### src/hdl/proc_macros.svh
// Core widths, stack depths and opcode encodings
// Stack depths must be powers of two because the stack pointers wrap
// Opcode values are fixed by the program images and must not be renumbered
`ifndef PROC_MACROS_SVH
`define PROC_MACROS_SVH

// Widths
`define PROC_DATA_W        16
`define PROC_DADDR_W       8
`define PROC_IADDR_W       8
`define PROC_OPC_W         5
`define PROC_OPR_W         8
`define PROC_IO_W          2
`define PROC_INSTR_W       (`PROC_OPC_W + `PROC_OPR_W)

// Stack depths
`define PROC_DSTACK_DEPTH  8
`define PROC_RSTACK_DEPTH  8

// Opcodes
`define PROC_OP_NOP        5'd0
`define PROC_OP_LOD        5'd1
`define PROC_OP_SET        5'd2
`define PROC_OP_PSH        5'd3
`define PROC_OP_POP        5'd4
`define PROC_OP_ADD        5'd5
`define PROC_OP_S_ADD      5'd6
`define PROC_OP_AND        5'd7
`define PROC_OP_S_AND      5'd8
`define PROC_OP_XOR        5'd9
`define PROC_OP_S_XOR      5'd10
`define PROC_OP_OUT        5'd11
`define PROC_OP_JMP        5'd15
`define PROC_OP_JIZ        5'd16
`define PROC_OP_CAL        5'd17
`define PROC_OP_RET        5'd18

`endif
### src/hdl/proc_pkg.sv
// Shared types of the stack-accumulator core
// Opcode values come from the macro header, widths likewise

`include "proc_macros.svh"

package proc_pkg;

	// Plain vectors with a meaning
	typedef logic [`PROC_DATA_W-1:0]  data_word_t;
	typedef logic [`PROC_DADDR_W-1:0] daddr_t;
	typedef logic [`PROC_IADDR_W-1:0] iaddr_t;
	typedef logic [`PROC_OPR_W-1:0]   operand_t;
	typedef logic [`PROC_INSTR_W-1:0] instr_word_t;
	typedef logic [`PROC_IO_W-1:0]    io_addr_t;

	typedef enum logic [`PROC_OPC_W-1:0] {
		NOP   = `PROC_OP_NOP,
		LOD   = `PROC_OP_LOD,
		SET   = `PROC_OP_SET,
		PSH   = `PROC_OP_PSH,
		POP   = `PROC_OP_POP,
		ADD   = `PROC_OP_ADD,
		S_ADD = `PROC_OP_S_ADD,
		AND   = `PROC_OP_AND,
		S_AND = `PROC_OP_S_AND,
		XOR   = `PROC_OP_XOR,
		S_XOR = `PROC_OP_S_XOR,
		OUT   = `PROC_OP_OUT,
		JMP   = `PROC_OP_JMP,
		JIZ   = `PROC_OP_JIZ,
		CAL   = `PROC_OP_CAL,
		RET   = `PROC_OP_RET
	} opcode_e;

	typedef enum logic [1:0] {
		ALU_PASS,
		ALU_ADD,
		ALU_AND,
		ALU_XOR
	} alu_op_e;

	// Execute-stage control, one per instruction in flight
	typedef struct packed {
		logic     valid;
		alu_op_e  alu_op;
		logic     use_stack;  // second operand is the stack top, not memory data
		logic     acc_wr;
		logic     push;
		logic     pop;
		logic     mem_wr;
		logic     out_en;
		operand_t operand;
	} exec_ctrl_t;

endpackage

### src/hdl/proc_top.sv
// Stack-accumulator core, three stages of fetch, decode and execute
// Instruction and data memories sit outside, both with one-cycle synchronous read
// No handshake anywhere, out_en is a single-cycle strobe
`timescale 1ns/100ps

module proc_top
	import proc_pkg::*;
(
	input  logic        clk,
	input  logic        rst,
	input  instr_word_t instr,
	output iaddr_t      instr_addr,
	output daddr_t      mem_addr_rd,
	input  data_word_t  mem_data_rd,
	output logic        mem_wr,
	output daddr_t      mem_addr_wr,
	output data_word_t  mem_data_wr,
	output logic        out_en,
	output io_addr_t    addr_out,
	output data_word_t  out_data
);

	opcode_e    fe_opcode;
	operand_t   fe_operand;
	logic       fe_instr_valid;
	logic       result_zero;
	exec_ctrl_t ex_ctrl;

	// ------------------------------------------------------------
	// Fetch and decode
	// ------------------------------------------------------------
	instr_fetch i_instr_fetch (
		.clk         (clk),
		.rst         (rst),
		.instr       (instr),
		.result_zero (result_zero),
		.instr_addr  (instr_addr),
		.opcode      (fe_opcode),
		.operand     (fe_operand),
		.instr_valid (fe_instr_valid)
	);

	// Data read is issued while the instruction is decoded
	assign mem_addr_rd = daddr_t'(fe_operand);

	instr_decoder i_instr_decoder (
		.clk         (clk),
		.rst         (rst),
		.opcode      (fe_opcode),
		.operand     (fe_operand),
		.instr_valid (fe_instr_valid),
		.ctrl        (ex_ctrl)
	);

	// ------------------------------------------------------------
	// Execute
	// ------------------------------------------------------------
	data_path i_data_path (
		.clk         (clk),
		.rst         (rst),
		.ctrl        (ex_ctrl),
		.mem_data_rd (mem_data_rd),
		.result_zero (result_zero),
		.mem_wr      (mem_wr),
		.mem_addr_wr (mem_addr_wr),
		.mem_data_wr (mem_data_wr),
		.out_en      (out_en),
		.addr_out    (addr_out),
		.out_data    (out_data)
	);

endmodule

### src/hdl/data_path.sv
// Execute stage with accumulator, data stack, store and output port
// Memory data is expected in the cycle the control arrives
// A store and a load of the same address in one cycle return the old data
`timescale 1ns/100ps

`include "proc_macros.svh"

module data_path
	import proc_pkg::*;
(
	input  logic       clk,
	input  logic       rst,
	input  exec_ctrl_t ctrl,
	input  data_word_t mem_data_rd,
	output logic       result_zero,
	output logic       mem_wr,
	output daddr_t     mem_addr_wr,
	output data_word_t mem_data_wr,
	output logic       out_en,
	output io_addr_t   addr_out,
	output data_word_t out_data
);

	data_word_t acc;
	data_word_t stack_top;
	data_word_t alu_b;
	data_word_t alu_y;
	data_word_t result;
	logic       acc_wr;
	logic       stack_push;
	logic       stack_pop;
	logic       port_wr;

	assign acc_wr     = ctrl.valid & ctrl.acc_wr;
	assign stack_push = ctrl.valid & ctrl.push;
	assign stack_pop  = ctrl.valid & ctrl.pop;
	assign port_wr    = ctrl.valid & ctrl.out_en;

	// ------------------------------------------------------------
	// Operands and ALU
	// ------------------------------------------------------------
	assign alu_b = ctrl.use_stack ? stack_top : mem_data_rd;

	alu i_alu (
		.op (ctrl.alu_op),
		.a  (acc),
		.b  (alu_b),
		.y  (alu_y)
	);

	lifo_stack #(
		.WIDTH (`PROC_DATA_W),
		.DEPTH (`PROC_DSTACK_DEPTH)
	) i_data_stack (
		.clk  (clk),
		.rst  (rst),
		.push (stack_push),
		.pop  (stack_pop),
		.din  (acc),
		.top  (stack_top)
	);

	always_ff @(posedge clk or posedge rst) begin
		if (rst) begin
			acc <= '0;
		end else if (acc_wr) begin
			acc <= alu_y;
		end
	end

	// Instructions that leave acc alone report acc itself to JIZ
	assign result      = acc_wr ? alu_y : acc;
	assign result_zero = (result == '0);

	// ------------------------------------------------------------
	// Store and output port
	// ------------------------------------------------------------
	assign mem_wr      = ctrl.valid & ctrl.mem_wr;
	assign mem_addr_wr = daddr_t'(ctrl.operand);
	assign mem_data_wr = acc;

	always_ff @(posedge clk or posedge rst) begin
		if (rst) begin
			out_en <= 1'b0;
		end else begin
			out_en <= port_wr;
		end
	end

	always_ff @(posedge clk) begin
		if (port_wr) begin
			addr_out <= ctrl.operand[`PROC_IO_W-1:0];
			out_data <= acc;
		end
	end

endmodule

### src/hdl/instr_decoder.sv
// Decode of the non-branch opcodes into execute-stage control
// The control is registered so it lines up with the data memory read
// Branches, NOP and unknown opcodes leave valid low
`timescale 1ns/100ps

module instr_decoder
	import proc_pkg::*;
(
	input  logic       clk,
	input  logic       rst,
	input  opcode_e    opcode,
	input  operand_t   operand,
	input  logic       instr_valid,
	output exec_ctrl_t ctrl
);

	exec_ctrl_t ctrl_next;

	// ALU operation shared by memory and stack forms
	function automatic alu_op_e alu_of(input opcode_e op);
		case (op)
			ADD, S_ADD: return ALU_ADD;
			AND, S_AND: return ALU_AND;
			XOR, S_XOR: return ALU_XOR;
			default:    return ALU_PASS;
		endcase
	endfunction

	always_comb begin
		ctrl_next         = '0;
		ctrl_next.alu_op  = alu_of(opcode);
		ctrl_next.operand = operand;
		if (instr_valid) begin
			case (opcode)
				// Accumulator with memory operand
				LOD, ADD, AND, XOR: begin
					ctrl_next.valid  = 1'b1;
					ctrl_next.acc_wr = 1'b1;
				end
				// Accumulator with stack top, which is consumed
				POP, S_ADD, S_AND, S_XOR: begin
					ctrl_next.valid     = 1'b1;
					ctrl_next.acc_wr    = 1'b1;
					ctrl_next.use_stack = 1'b1;
					ctrl_next.pop       = 1'b1;
				end
				SET: begin
					ctrl_next.valid  = 1'b1;
					ctrl_next.mem_wr = 1'b1;
				end
				PSH: begin
					ctrl_next.valid = 1'b1;
					ctrl_next.push  = 1'b1;
				end
				OUT: begin
					ctrl_next.valid  = 1'b1;
					ctrl_next.out_en = 1'b1;
				end
				NOP, JMP, JIZ, CAL, RET: ctrl_next.valid = 1'b0;
				default:                 ctrl_next.valid = 1'b0;
			endcase
		end
	end

	always_ff @(posedge clk or posedge rst) begin
		if (rst) begin
			ctrl <= '0;
		end else begin
			ctrl <= ctrl_next;
		end
	end

endmodule

### src/hdl/instr_fetch.sv
// Program counter, branch decode and return stack
// Branches resolve in decode with no bubble, JIZ tests the instruction in execute
// Instruction memory is assumed to read with exactly one cycle of latency
`timescale 1ns/100ps

`include "proc_macros.svh"

module instr_fetch
	import proc_pkg::*;
(
	input  logic        clk,
	input  logic        rst,
	input  instr_word_t instr,
	input  logic        result_zero,
	output iaddr_t      instr_addr,
	output opcode_e     opcode,
	output operand_t    operand,
	output logic        instr_valid
);

	iaddr_t pc;
	iaddr_t ret_top;
	logic   take_jmp;
	logic   is_cal;
	logic   is_ret;

	// Instruction word fields
	assign opcode  = opcode_e'(instr[`PROC_INSTR_W-1:`PROC_OPR_W]);
	assign operand = instr[`PROC_OPR_W-1:0];

	// ------------------------------------------------------------
	// Branch decode
	// ------------------------------------------------------------
	always_comb begin
		take_jmp = 1'b0;
		is_cal   = 1'b0;
		is_ret   = 1'b0;
		if (instr_valid) begin
			case (opcode)
				JMP:     take_jmp = 1'b1;
				JIZ:     take_jmp = result_zero;
				CAL:     is_cal   = 1'b1;
				RET:     is_ret   = 1'b1;
				default: take_jmp = 1'b0;
			endcase
		end
	end

	// Target goes out in the decode cycle itself
	assign instr_addr = is_ret              ? ret_top :
	                    (take_jmp | is_cal) ? iaddr_t'(operand) : pc;

	always_ff @(posedge clk or posedge rst) begin
		if (rst) begin
			pc <= '0;
		end else begin
			pc <= instr_addr + iaddr_t'(1);
		end
	end

	// First word arrives one cycle after reset release
	always_ff @(posedge clk or posedge rst) begin
		if (rst) begin
			instr_valid <= 1'b0;
		end else begin
			instr_valid <= 1'b1;
		end
	end

	// Return stack, PC already points past the CAL
	lifo_stack #(
		.WIDTH (`PROC_IADDR_W),
		.DEPTH (`PROC_RSTACK_DEPTH)
	) i_ret_stack (
		.clk  (clk),
		.rst  (rst),
		.push (is_cal),
		.pop  (is_ret),
		.din  (pc),
		.top  (ret_top)
	);

endmodule

### src/hdl/alu.sv
// Combinational ALU on data words
// Arithmetic wraps, no carry or overflow flags
`timescale 1ns/100ps

module alu
	import proc_pkg::*;
(
	input  alu_op_e    op,
	input  data_word_t a,
	input  data_word_t b,
	output data_word_t y
);

	// a is the accumulator, b the memory word or stack top
	always_comb begin
		case (op)
			ALU_ADD:  y = a + b;
			ALU_AND:  y = a & b;
			ALU_XOR:  y = a ^ b;
			ALU_PASS: y = b;
			default:  y = b;
		endcase
	end

endmodule

### src/hdl/lifo_stack.sv
// Last-in-first-out store with a wrapping pointer
// DEPTH must be a power of two, overflow and underflow are not detected
// Push and pop in the same cycle are not supported
`timescale 1ns/100ps

module lifo_stack #(
	parameter int WIDTH = 8,
	parameter int DEPTH = 8
) (
	input  logic             clk,
	input  logic             rst,
	input  logic             push,
	input  logic             pop,
	input  logic [WIDTH-1:0] din,
	output logic [WIDTH-1:0] top
);

	localparam int PTR_W = $clog2(DEPTH);
	localparam logic [PTR_W-1:0] PTR_ONE = PTR_W'(1);

	logic [WIDTH-1:0] mem [DEPTH];
	logic [PTR_W-1:0] ptr;
	logic [PTR_W-1:0] ptr_below;

	// Pointer marks the next free slot
	assign ptr_below = ptr - PTR_ONE;

	always_ff @(posedge clk or posedge rst) begin
		if (rst) begin
			ptr <= '0;
		end else if (push) begin
			ptr <= ptr + PTR_ONE;
		end else if (pop) begin
			ptr <= ptr_below;
		end
	end

	always_ff @(posedge clk) begin
		if (push) begin
			mem[ptr] <= din;
		end
	end

	assign top = mem[ptr_below];

endmodule

### config.mk
export PLATFORM = sky130hd
export DESIGN_NAME = proc_top
export DESIGN_NICKNAME = d
export VERILOG_FILES = /design/src/hdl/proc_pkg.sv /design/src/hdl/proc_top.sv /design/src/hdl/data_path.sv /design/src/hdl/instr_decoder.sv /design/src/hdl/instr_fetch.sv /design/src/hdl/alu.sv /design/src/hdl/lifo_stack.sv
export VERILOG_INCLUDE_DIRS = /design/src /design/src/hdl
export SDC_FILE = /design/constraint.sdc
export NUM_CORES = 1
export LEC_CHECK = 0
export ABC_AREA = 1
export BUFFER_PORTS_ARGS = -buffer_cell sky130_fd_sc_hd__buf_4
export CAP_MARGIN = 20
export CORE_ASPECT_RATIO = 0.8
export CORE_MARGIN = 5
export CORE_UTILIZATION = 60
export DETAILED_ROUTE_END_ITERATION = 6
export PLACE_DENSITY = 0.8
export SYNTH_ARGS = -nofsm -noshare
export SYNTH_HDL_FRONTEND = slang
export SYNTH_SLANG_ARGS = --single-unit
### constraint.sdc
create_clock -name clk -period 4.8 [get_ports clk]
set_input_delay 0 -clock clk [delete_from_list [all_inputs] [get_ports clk]]
set_output_delay 0 -clock clk [all_outputs]
set_load 0.01 [all_outputs]
==> results of run 1 <==
## metal layers
metal | GRT usage [%] | wire, um
met1 | 42.2 | 13300
met2 | 43.0 | 14700
met3 | 6.13 | 4050
met4 | 5.68 | 532
met5 | 0 | 0
## sequential cells by signal, summed over array words and instances (netlist names)
register	flops
i_data_path.i_data_stack.mem	128
i_instr_fetch.i_ret_stack.mem	64
i_data_path.mem_data_wr	16
i_data_path.out_data	16
i_instr_decoder.ctrl	16
i_instr_fetch.pc	8
i_data_path.i_data_stack.ptr	3
i_instr_fetch.i_ret_stack.ptr	3
i_data_path.addr_out	2
i_data_path.out_en	1
i_instr_fetch.instr_valid	1
## how the worst max path moves through the flow
| stage | end | slack, ns | depth (start not counted) |
|---|---|---|---|
| 3_5_place_dp | i_instr_fetch.pc[4]$_DFF_PP0_ | -0.09 | 29 |
| 5_1_grt | instr_addr[2] | -0.05 | 30 |
| 4_1_cts | instr_addr[2] | 0.03 | 30 |
| 6_report | instr_addr[2] | 0.21 | 29 |
| 3_3_place_gp | i_instr_fetch.pc[6]$_DFF_PP0_ | 0.07 | 31 |
| 2_1_floorplan | i_instr_fetch.pc[4]$_DFF_PP0_ | 0.36 | 34 |
## cell type report
type / count / area (um^2)
Clock buffer: 32 / 683
Sequential cell: 258 / 7510
Timing Repair Buffer: 155 / 1290
Multi-Input combinational cell: 773 / 3910
Inverter: 114 / 428
Tap cell: 264 / 330
Clock inverter: 11 / 92.6
Fill cell: 1334 / 5510
## stage by stage
stage	worst slack (ns)	total power [mW]	utilization, %	cells	hold WS (ns)
3_3_place_gp	0.0675	5.83	65.8	1537	0.126
4_1_cts	0.0340	7.85	71.2	1606	0.0102
2_1_floorplan	0.362	4.87	-	1206	0.0314
6_report	0.212	8.05	72.1	1607	-0.00000822
5_1_grt	-0.0473	8.50	72.1	1607	0.0385
3_5_place_dp	-0.0920	5.89	65.8	1537	0.131
## power by group through the flow
stage	Combinational, mW	Clock (mW)	Sequential [mW]
after floorplan	1.88	0	2.98
after global placement	2.71	0	3.12
after detailed placement	2.76	0	3.13
after CTS	2.87	1.89	3.09
after global routing	3.36	2.01	3.14
final	3.06	1.88	3.11
## repair_timing
action	in CTS	in global routing
cloned	0	0
resized for setup	4	51
pin swaps	1	2
buffers inserted	2	1
hold buffers	24	0
endpoints found under the hold margin	72	0
setup endpoints to repair	13	15
## cells by family after synthesis
group,after synthesis,share of synthesized area [%]
fa+ha+maj,22,2.36
xor+xnor,9,0.783
flops,258,62.6
buf+inv,175,6.22
compound gates,177,8.30
simple gates,564,19.7
other cells,1,0.0313
## tightest hold or removal path, cell delays in order
cell and delay (ns):
buf_4 0.09, nand2_1 0.06, nand2_2 0.09, nand2_1 0.05, nand3_1 0.09, o21ai_2 0.07, inv_1 0.05
## cell usage in the layout (no fill, tap or decap), types with 17 or more instances in the layout
master / Yosys / layout
nand2_1: 250 / 242
edfxtp_1: 210 / 210
nor2_1: 172 / 170
buf_4: 19 / 123
inv_1: 111 / 107
o21ai_0: 108 / 104
nand3_1: 98 / 92
dfrtp_1: 48 / 47
clkbuf_16: 0 / 26
dlygate4sd3_1: 0 / 24
a21oi_1: 22 / 18
o211ai_1: 17 / 17
==> key figures, run 1 <==
Outcome
  – Status: complete, but fails checks
  – Failing checks: negative hold slack

Power
  – Seq pwr share: 38.6%
  – Leak: between 5 and 6 nW
  – Combinational power share: a little under two fifths
  – Pwr Density: 565 nW/um^2
  – Int Power: 4.94 mW
  – Worst vdd ir: 380 uV
  – Psw: 3.10 mW
  – Clock group share of total power: 23.4%
  – Switching Share: 38.6%

Floorplan
  – Die ar.: 22900 um^2
  – Initial cell density of the core: 60.7%
  – Die Ht: 136 um
  – Core area: 19700 um^2
  – Boundary pin count: 91
  – FP Rows: 46
  – Chip width: 168 um

Route
  – Final ANT Viol Nets: 0
  – Residual DRC count: 0
  – DR iter-0 viols: 1295
  – Final wirelength: 32.6 mm
  – DR vias: approximately 9500
  – Via density: 5.92
  – 1st-pass router iterations: 6
  – Wire per inst: 20.3 um

Synth
  – Synth Instances: approximately 1200
  – Sequential share of the synthesized area: 62.6%
  – Post-Syn Nets: 1259
  – Post-synth ARST share: 18.6%
  – Synthesis Warnings: 0
  – Ys flop type: edfxtp_1
  – Cell Area, Synth: 12000 um^2
  – Post-synth EDFFs: 210
  – Synth top cells by count: 250 x nand2_1, 210 x edfxtp_1, 172 x nor2_1
  – Area contributors post-synth: edfxtp_1 53%, dfrtp_1 10%, nand2_1 7.8%
  – Synth top area share: 52.6%
  – Synth Register Bits: 258
  – Synth unique cells: 38
  – Synth area leader: edfxtp_1
  – Syn_area_per_cell: 9.94 um^2
  – Count leader, synth: nand2_1

Critical path
  – Critical path's slowest cell: dfrtp_2
  – Critical Path RT: 4.80 ns
  – Crit Path Category: reg2out
  – Crit path largest cell delay: between 0.4 and 0.5 ns
  – FF-to-FF Start: i_data_path.i_data_stack.ptr[0]$_DFFE_PP0P_
  – R2r worst-path depth: 32
  – Reg2Reg Setup Slack: 0.30 ns
  – Crit. Startpoint: i_data_path.i_data_stack.ptr[0]$_DFFE_PP0P_
  – Worst Path Buf+Inv: 5
  – CP delay by family, top: simple AND/OR/NAND/NOR gates
  – Crit-path max FO: 9
  – Critical Path AT: 4.59 ns
  – FF-to-FF End: i_instr_fetch.pc[6]$_DFF_PP0_
  – CP endpoint kind: primary output
  – Worst setup SP type: register

Min path
  – Hold_sp: mem_data_rd[8]
  – WHS Path Cells: 7
  – Min-delay worst type: in2reg
  – Min-Delay Endpoint: i_data_path.mem_data_wr[8]$_DFF_PP0_

Clock tree
  – CTS sink count: around 260
  – Clk_lat worst skew: 0.53 ns
  – Total CTS buffers: 26
  – Clk buf depth: 3
  – Root buf cell: clkbuf_16
  – Clock-pin slew on the worst setup and hold paths: roughly 0.060 ns
  – CTS tree: built
  – Depth of the CTS H-tree: 1

Layout
  – # diodes: 0
  – Share of layout cells above drive strength 1: between 15 and 20%
  – Layout Nets: 1381
  – Syn-to-layout area delta: 18.7%
  – Finished Cell Area: 14200 um^2

Timing
  – Slew headroom: 36.3%
  – Final Max Slew Viols: 0
  – Final Setup Violations: 0
  – Final period utilization: 95.6%
  – Max Fclk: ~220 MHz
  – Slew of the pin with the lowest slew margin: 0.955 ns
  – Worst Hold Margin: -0.00000822 ns
  – Final Hold Violating Endpoints: 1
  – Setup Skew: 0.0106 ns
  – RSZ-0062 raised after global routing: true
  – Final min period: about 4.6 ns
  – Setup TNS: 0 ns

Placed design
  – IO Port Bufs: 90
  – DP Area: 13000 um^2
  – Post-DP HPWL: between 20 and 25 mm
  – Final RePlAce weighted congestion: 1.00

Run
  – Max-Cap Viols: 0

GRT
  – Overflow after GRT: 0
  – First-pass GRT wire length: 50.0 mm
  – Antenna violations before repair: 0
  – GRT Total Usage: 28.1%
  – Vias in the first global route: slightly below 9000
  – Largest net degree at the start of global routing: 67
No activity file was read; power rests on OpenSTA's default activity.
==> run 2: changes to the inputs <==
--- a/config.mk
+++ b/config.mk
@@ -9,9 +9,10 @@
 export ABC_AREA = 1
 export BUFFER_PORTS_ARGS = -buffer_cell sky130_fd_sc_hd__buf_4
 export CAP_MARGIN = 20
-export CORE_ASPECT_RATIO = 0.8
+export CORE_ASPECT_RATIO = 1.1
 export CORE_MARGIN = 5
 export CORE_UTILIZATION = 60
+export CTS_CLUSTER_SIZE = 40
 export DETAILED_ROUTE_END_ITERATION = 6
 export PLACE_DENSITY = 0.8
 export SYNTH_ARGS = -nofsm -noshare
==> key figures, run 2 (same netlist as run 1, synthesis figures left out) <==
Clock tree
  – CTS sink count: 258
  – Clock-pin slew on the worst setup and hold paths: 0.06 ns
  – Root buf cell: clkbuf_16
  – Clk_lat worst skew: 0.53 ns
  – CTS tree: built
  – Total CTS buffers: 26
  – Depth of the CTS H-tree: 1
  – Clk buf depth: 3

Power
  – Seq pwr share: between 30% and 40%
  – Combinational power share: 37.9%
  – Total chip power: between 8 and 9 mW
  – Int Power: 5.06 mW
  – Worst vdd ir: 478 uV
  – Clock group share of total power: 23.9%
  – Pwr Density: between 500 and 600 nW/um^2
  – Psw: 3.03 mW
  – Leak: ~5.9 nW
  – Switching Share: around 37%

Floorplan
  – Chip width: 145 um
  – FP Rows: 54
  – Die ar.: 22900 um^2
  – Boundary pin count: 91
  – Initial cell density of the core: 60.8%
  – Die Ht: approximately 160 um
  – Core area: ~20000 um^2

Timing
  – Setup TNS: 0 ns
  – Final Hold Violating Endpoints: 0
  – Setup Skew: approximately 0.012 ns
  – Max Fclk: 219 MHz
  – Final Max Slew Viols: 0
  – Final period utilization: a little over nine tenths
  – Slew of the pin with the lowest slew margin: 1.03 ns
  – Slew headroom: a little under a third
  – Final min period: approximately 4.6 ns
  – Final Setup Violations: 0

Placed design
  – Post-DP HPWL: 20.7 mm
  – Final RePlAce weighted congestion: ~1.0
  – Placed Cells: 1525
  – IO Port Bufs: 90

Run
  – Max-Cap Viols: 0

GRT
  – Vias in the first global route: 9077
  – Largest net degree at the start of global routing: 49
  – GRT Total Usage: a little over a quarter
  – First-pass GRT wire length: 48.4 mm
  – Antenna violations before repair: 0
  – Overflow after GRT: 0

Critical path
  – FF-to-FF Start: i_data_path.i_data_stack.ptr[1]$_DFFE_PP0P_
  – Crit path top cell by count: nand2_1
  – Crit. Startpoint: i_data_path.i_data_stack.ptr[1]$_DFFE_PP0P_
  – Crit-path max FO: 9
  – Crit path largest cell delay: approximately 0.4 ns
  – Critical path's slowest cell: ha_1
  – CP delay by family, top: simple AND/OR/NAND/NOR gates
  – Critical Path RT: between 4 and 5 ns
  – Critical Path AT: between 4 and 5 ns
  – Crit Path Category: reg2out
  – CP endpoint kind: primary output
  – Worst setup SP type: register
  – Worst Path Buf+Inv: 5

Route
  – Final wirelength: 31.6 mm
  – Via density: 5.77
  – Wire per inst: 19.7 um
  – Final ANT Viol Nets: 0
  – DR vias: between 9000 and 10000
  – 1st-pass router iterations: 5
  – DR iter-0 viols: a little under 900
  – Residual DRC count: 0

Layout
  – # diodes: 0
  – Max FFs per register: 128
  – Syn-to-layout area delta: 19.2%
  – Top Registers: i_data_path.i_data_stack.mem: 128 flops, i_instr_fetch.i_ret_stack.mem: 64 flops
  – Share of layout cells above drive strength 1: 16.4%
  – Most frequent cells in the layout: 244 x nand2_1, 210 x edfxtp_1, 168 x nor2_1
  – Biggest register: i_data_path.i_data_stack.mem
  – Layout Nets: 1385
  – Fill cell count: 1359
  – Commonest non-fill, non-tap cell in the layout: nand2_1
  – Layout Cells excl Fill: 1603

Min path
  – Hold_sp: mem_data_rd[9]
  – Min-delay worst type: in2reg

Outcome
  – Status: complete, no violations
[run 2: power groups by stage]
stage / Clock, mW / Sequential, mW / Combinational (mW)
5_1_grt: 2.07 / 3.12 / 3.36
3_3_place_gp: 0 / 3.11 / 2.65
6_report: 1.93 / 3.09 / 3.07
4_1_cts: 1.96 / 3.08 / 2.76
3_5_place_dp: 0 / 3.13 / 2.71
2_1_floorplan: 0 / 2.98 / 1.88
[run 2: path summary, 6_finish.rpt]
kind / cells after the start / slack [ns] / end
hold reg to reg: 0 / 0.45 / i_data_path.addr_out[0]$_DFFE_PP_
setup / recovery: 28 / 0.23 / instr_addr[2]
hold / removal: 7 / 0.03 / i_data_path.mem_data_wr[9]$_DFF_PP0_
setup reg to reg: 34 / 0.36 / i_instr_fetch.pc[4]$_DFF_PP0_
max in group asynchronous: 4 / 4.10 / i_data_path.i_data_stack.ptr[0]$_DFFE_PP0P_
min in group asynchronous: 4 / 0.21 / i_instr_decoder.ctrl[3]$_DFF_PP0_
[run 2: worst register-to-register path: cells and delay by family (launching register included)]
family                     cells  cell delay (ns)
DFF                            1             0.40
and+or+nand+nor               22             1.93
adders and majority gates      4             1.13
xor gates and xnor gates       1             0.12
buffers and inverters          6             0.52
AOI/OAI and AO/OA              1             0.21
[run 2: layout make-up]
class | instances | area (um^2) | area share, %
inverter | 114 | 428 | 2.99
multi-input combinational | 773 | 3880 | 27.1
clock buffer | 39 | 751 | 5.25
timing repair buffer | 159 | 1340 | 9.40
clock inverter | 8 | 68.8 | 0.481
tap | 252 | 315 | 2.21
sequential | 258 | 7510 | 52.5
[run 2: stage by stage]
step                utilization (%)  worst slack, ns  hold slack [ns]  cell area [um^2]
finish                         72.5            0.233           0.0304             14300
global route                   72.5          -0.0813           0.0457             14300
CTS                            71.2          0.00800           0.0160             14000
detailed placement             65.7            0.202            0.131             13000
global placement               65.7            0.299            0.128             13000
floorplan                         -            0.362           0.0314             12000
[run 2: layer usage]
metal / vias to the layer above / GRT usage [%] / wire, um
met5: - / 0 / 0
met4: 0 / 10.2 / 1340
met3: 106 / 3.48 / 2230
met2: 448 / 49.9 / 16900
met1: 4364 / 33.1 / 11200
li1: 4336 / - / -
[run 2: repair_timing]
item	4_1_cts	5_1_grt
hold buffers	26	0
gates cloned	0	1
hold endpoints to repair	75	0
setup endpoints to repair	1	15
gates resized for setup	1	44
pin swaps	0	4
setup buffers	0	4
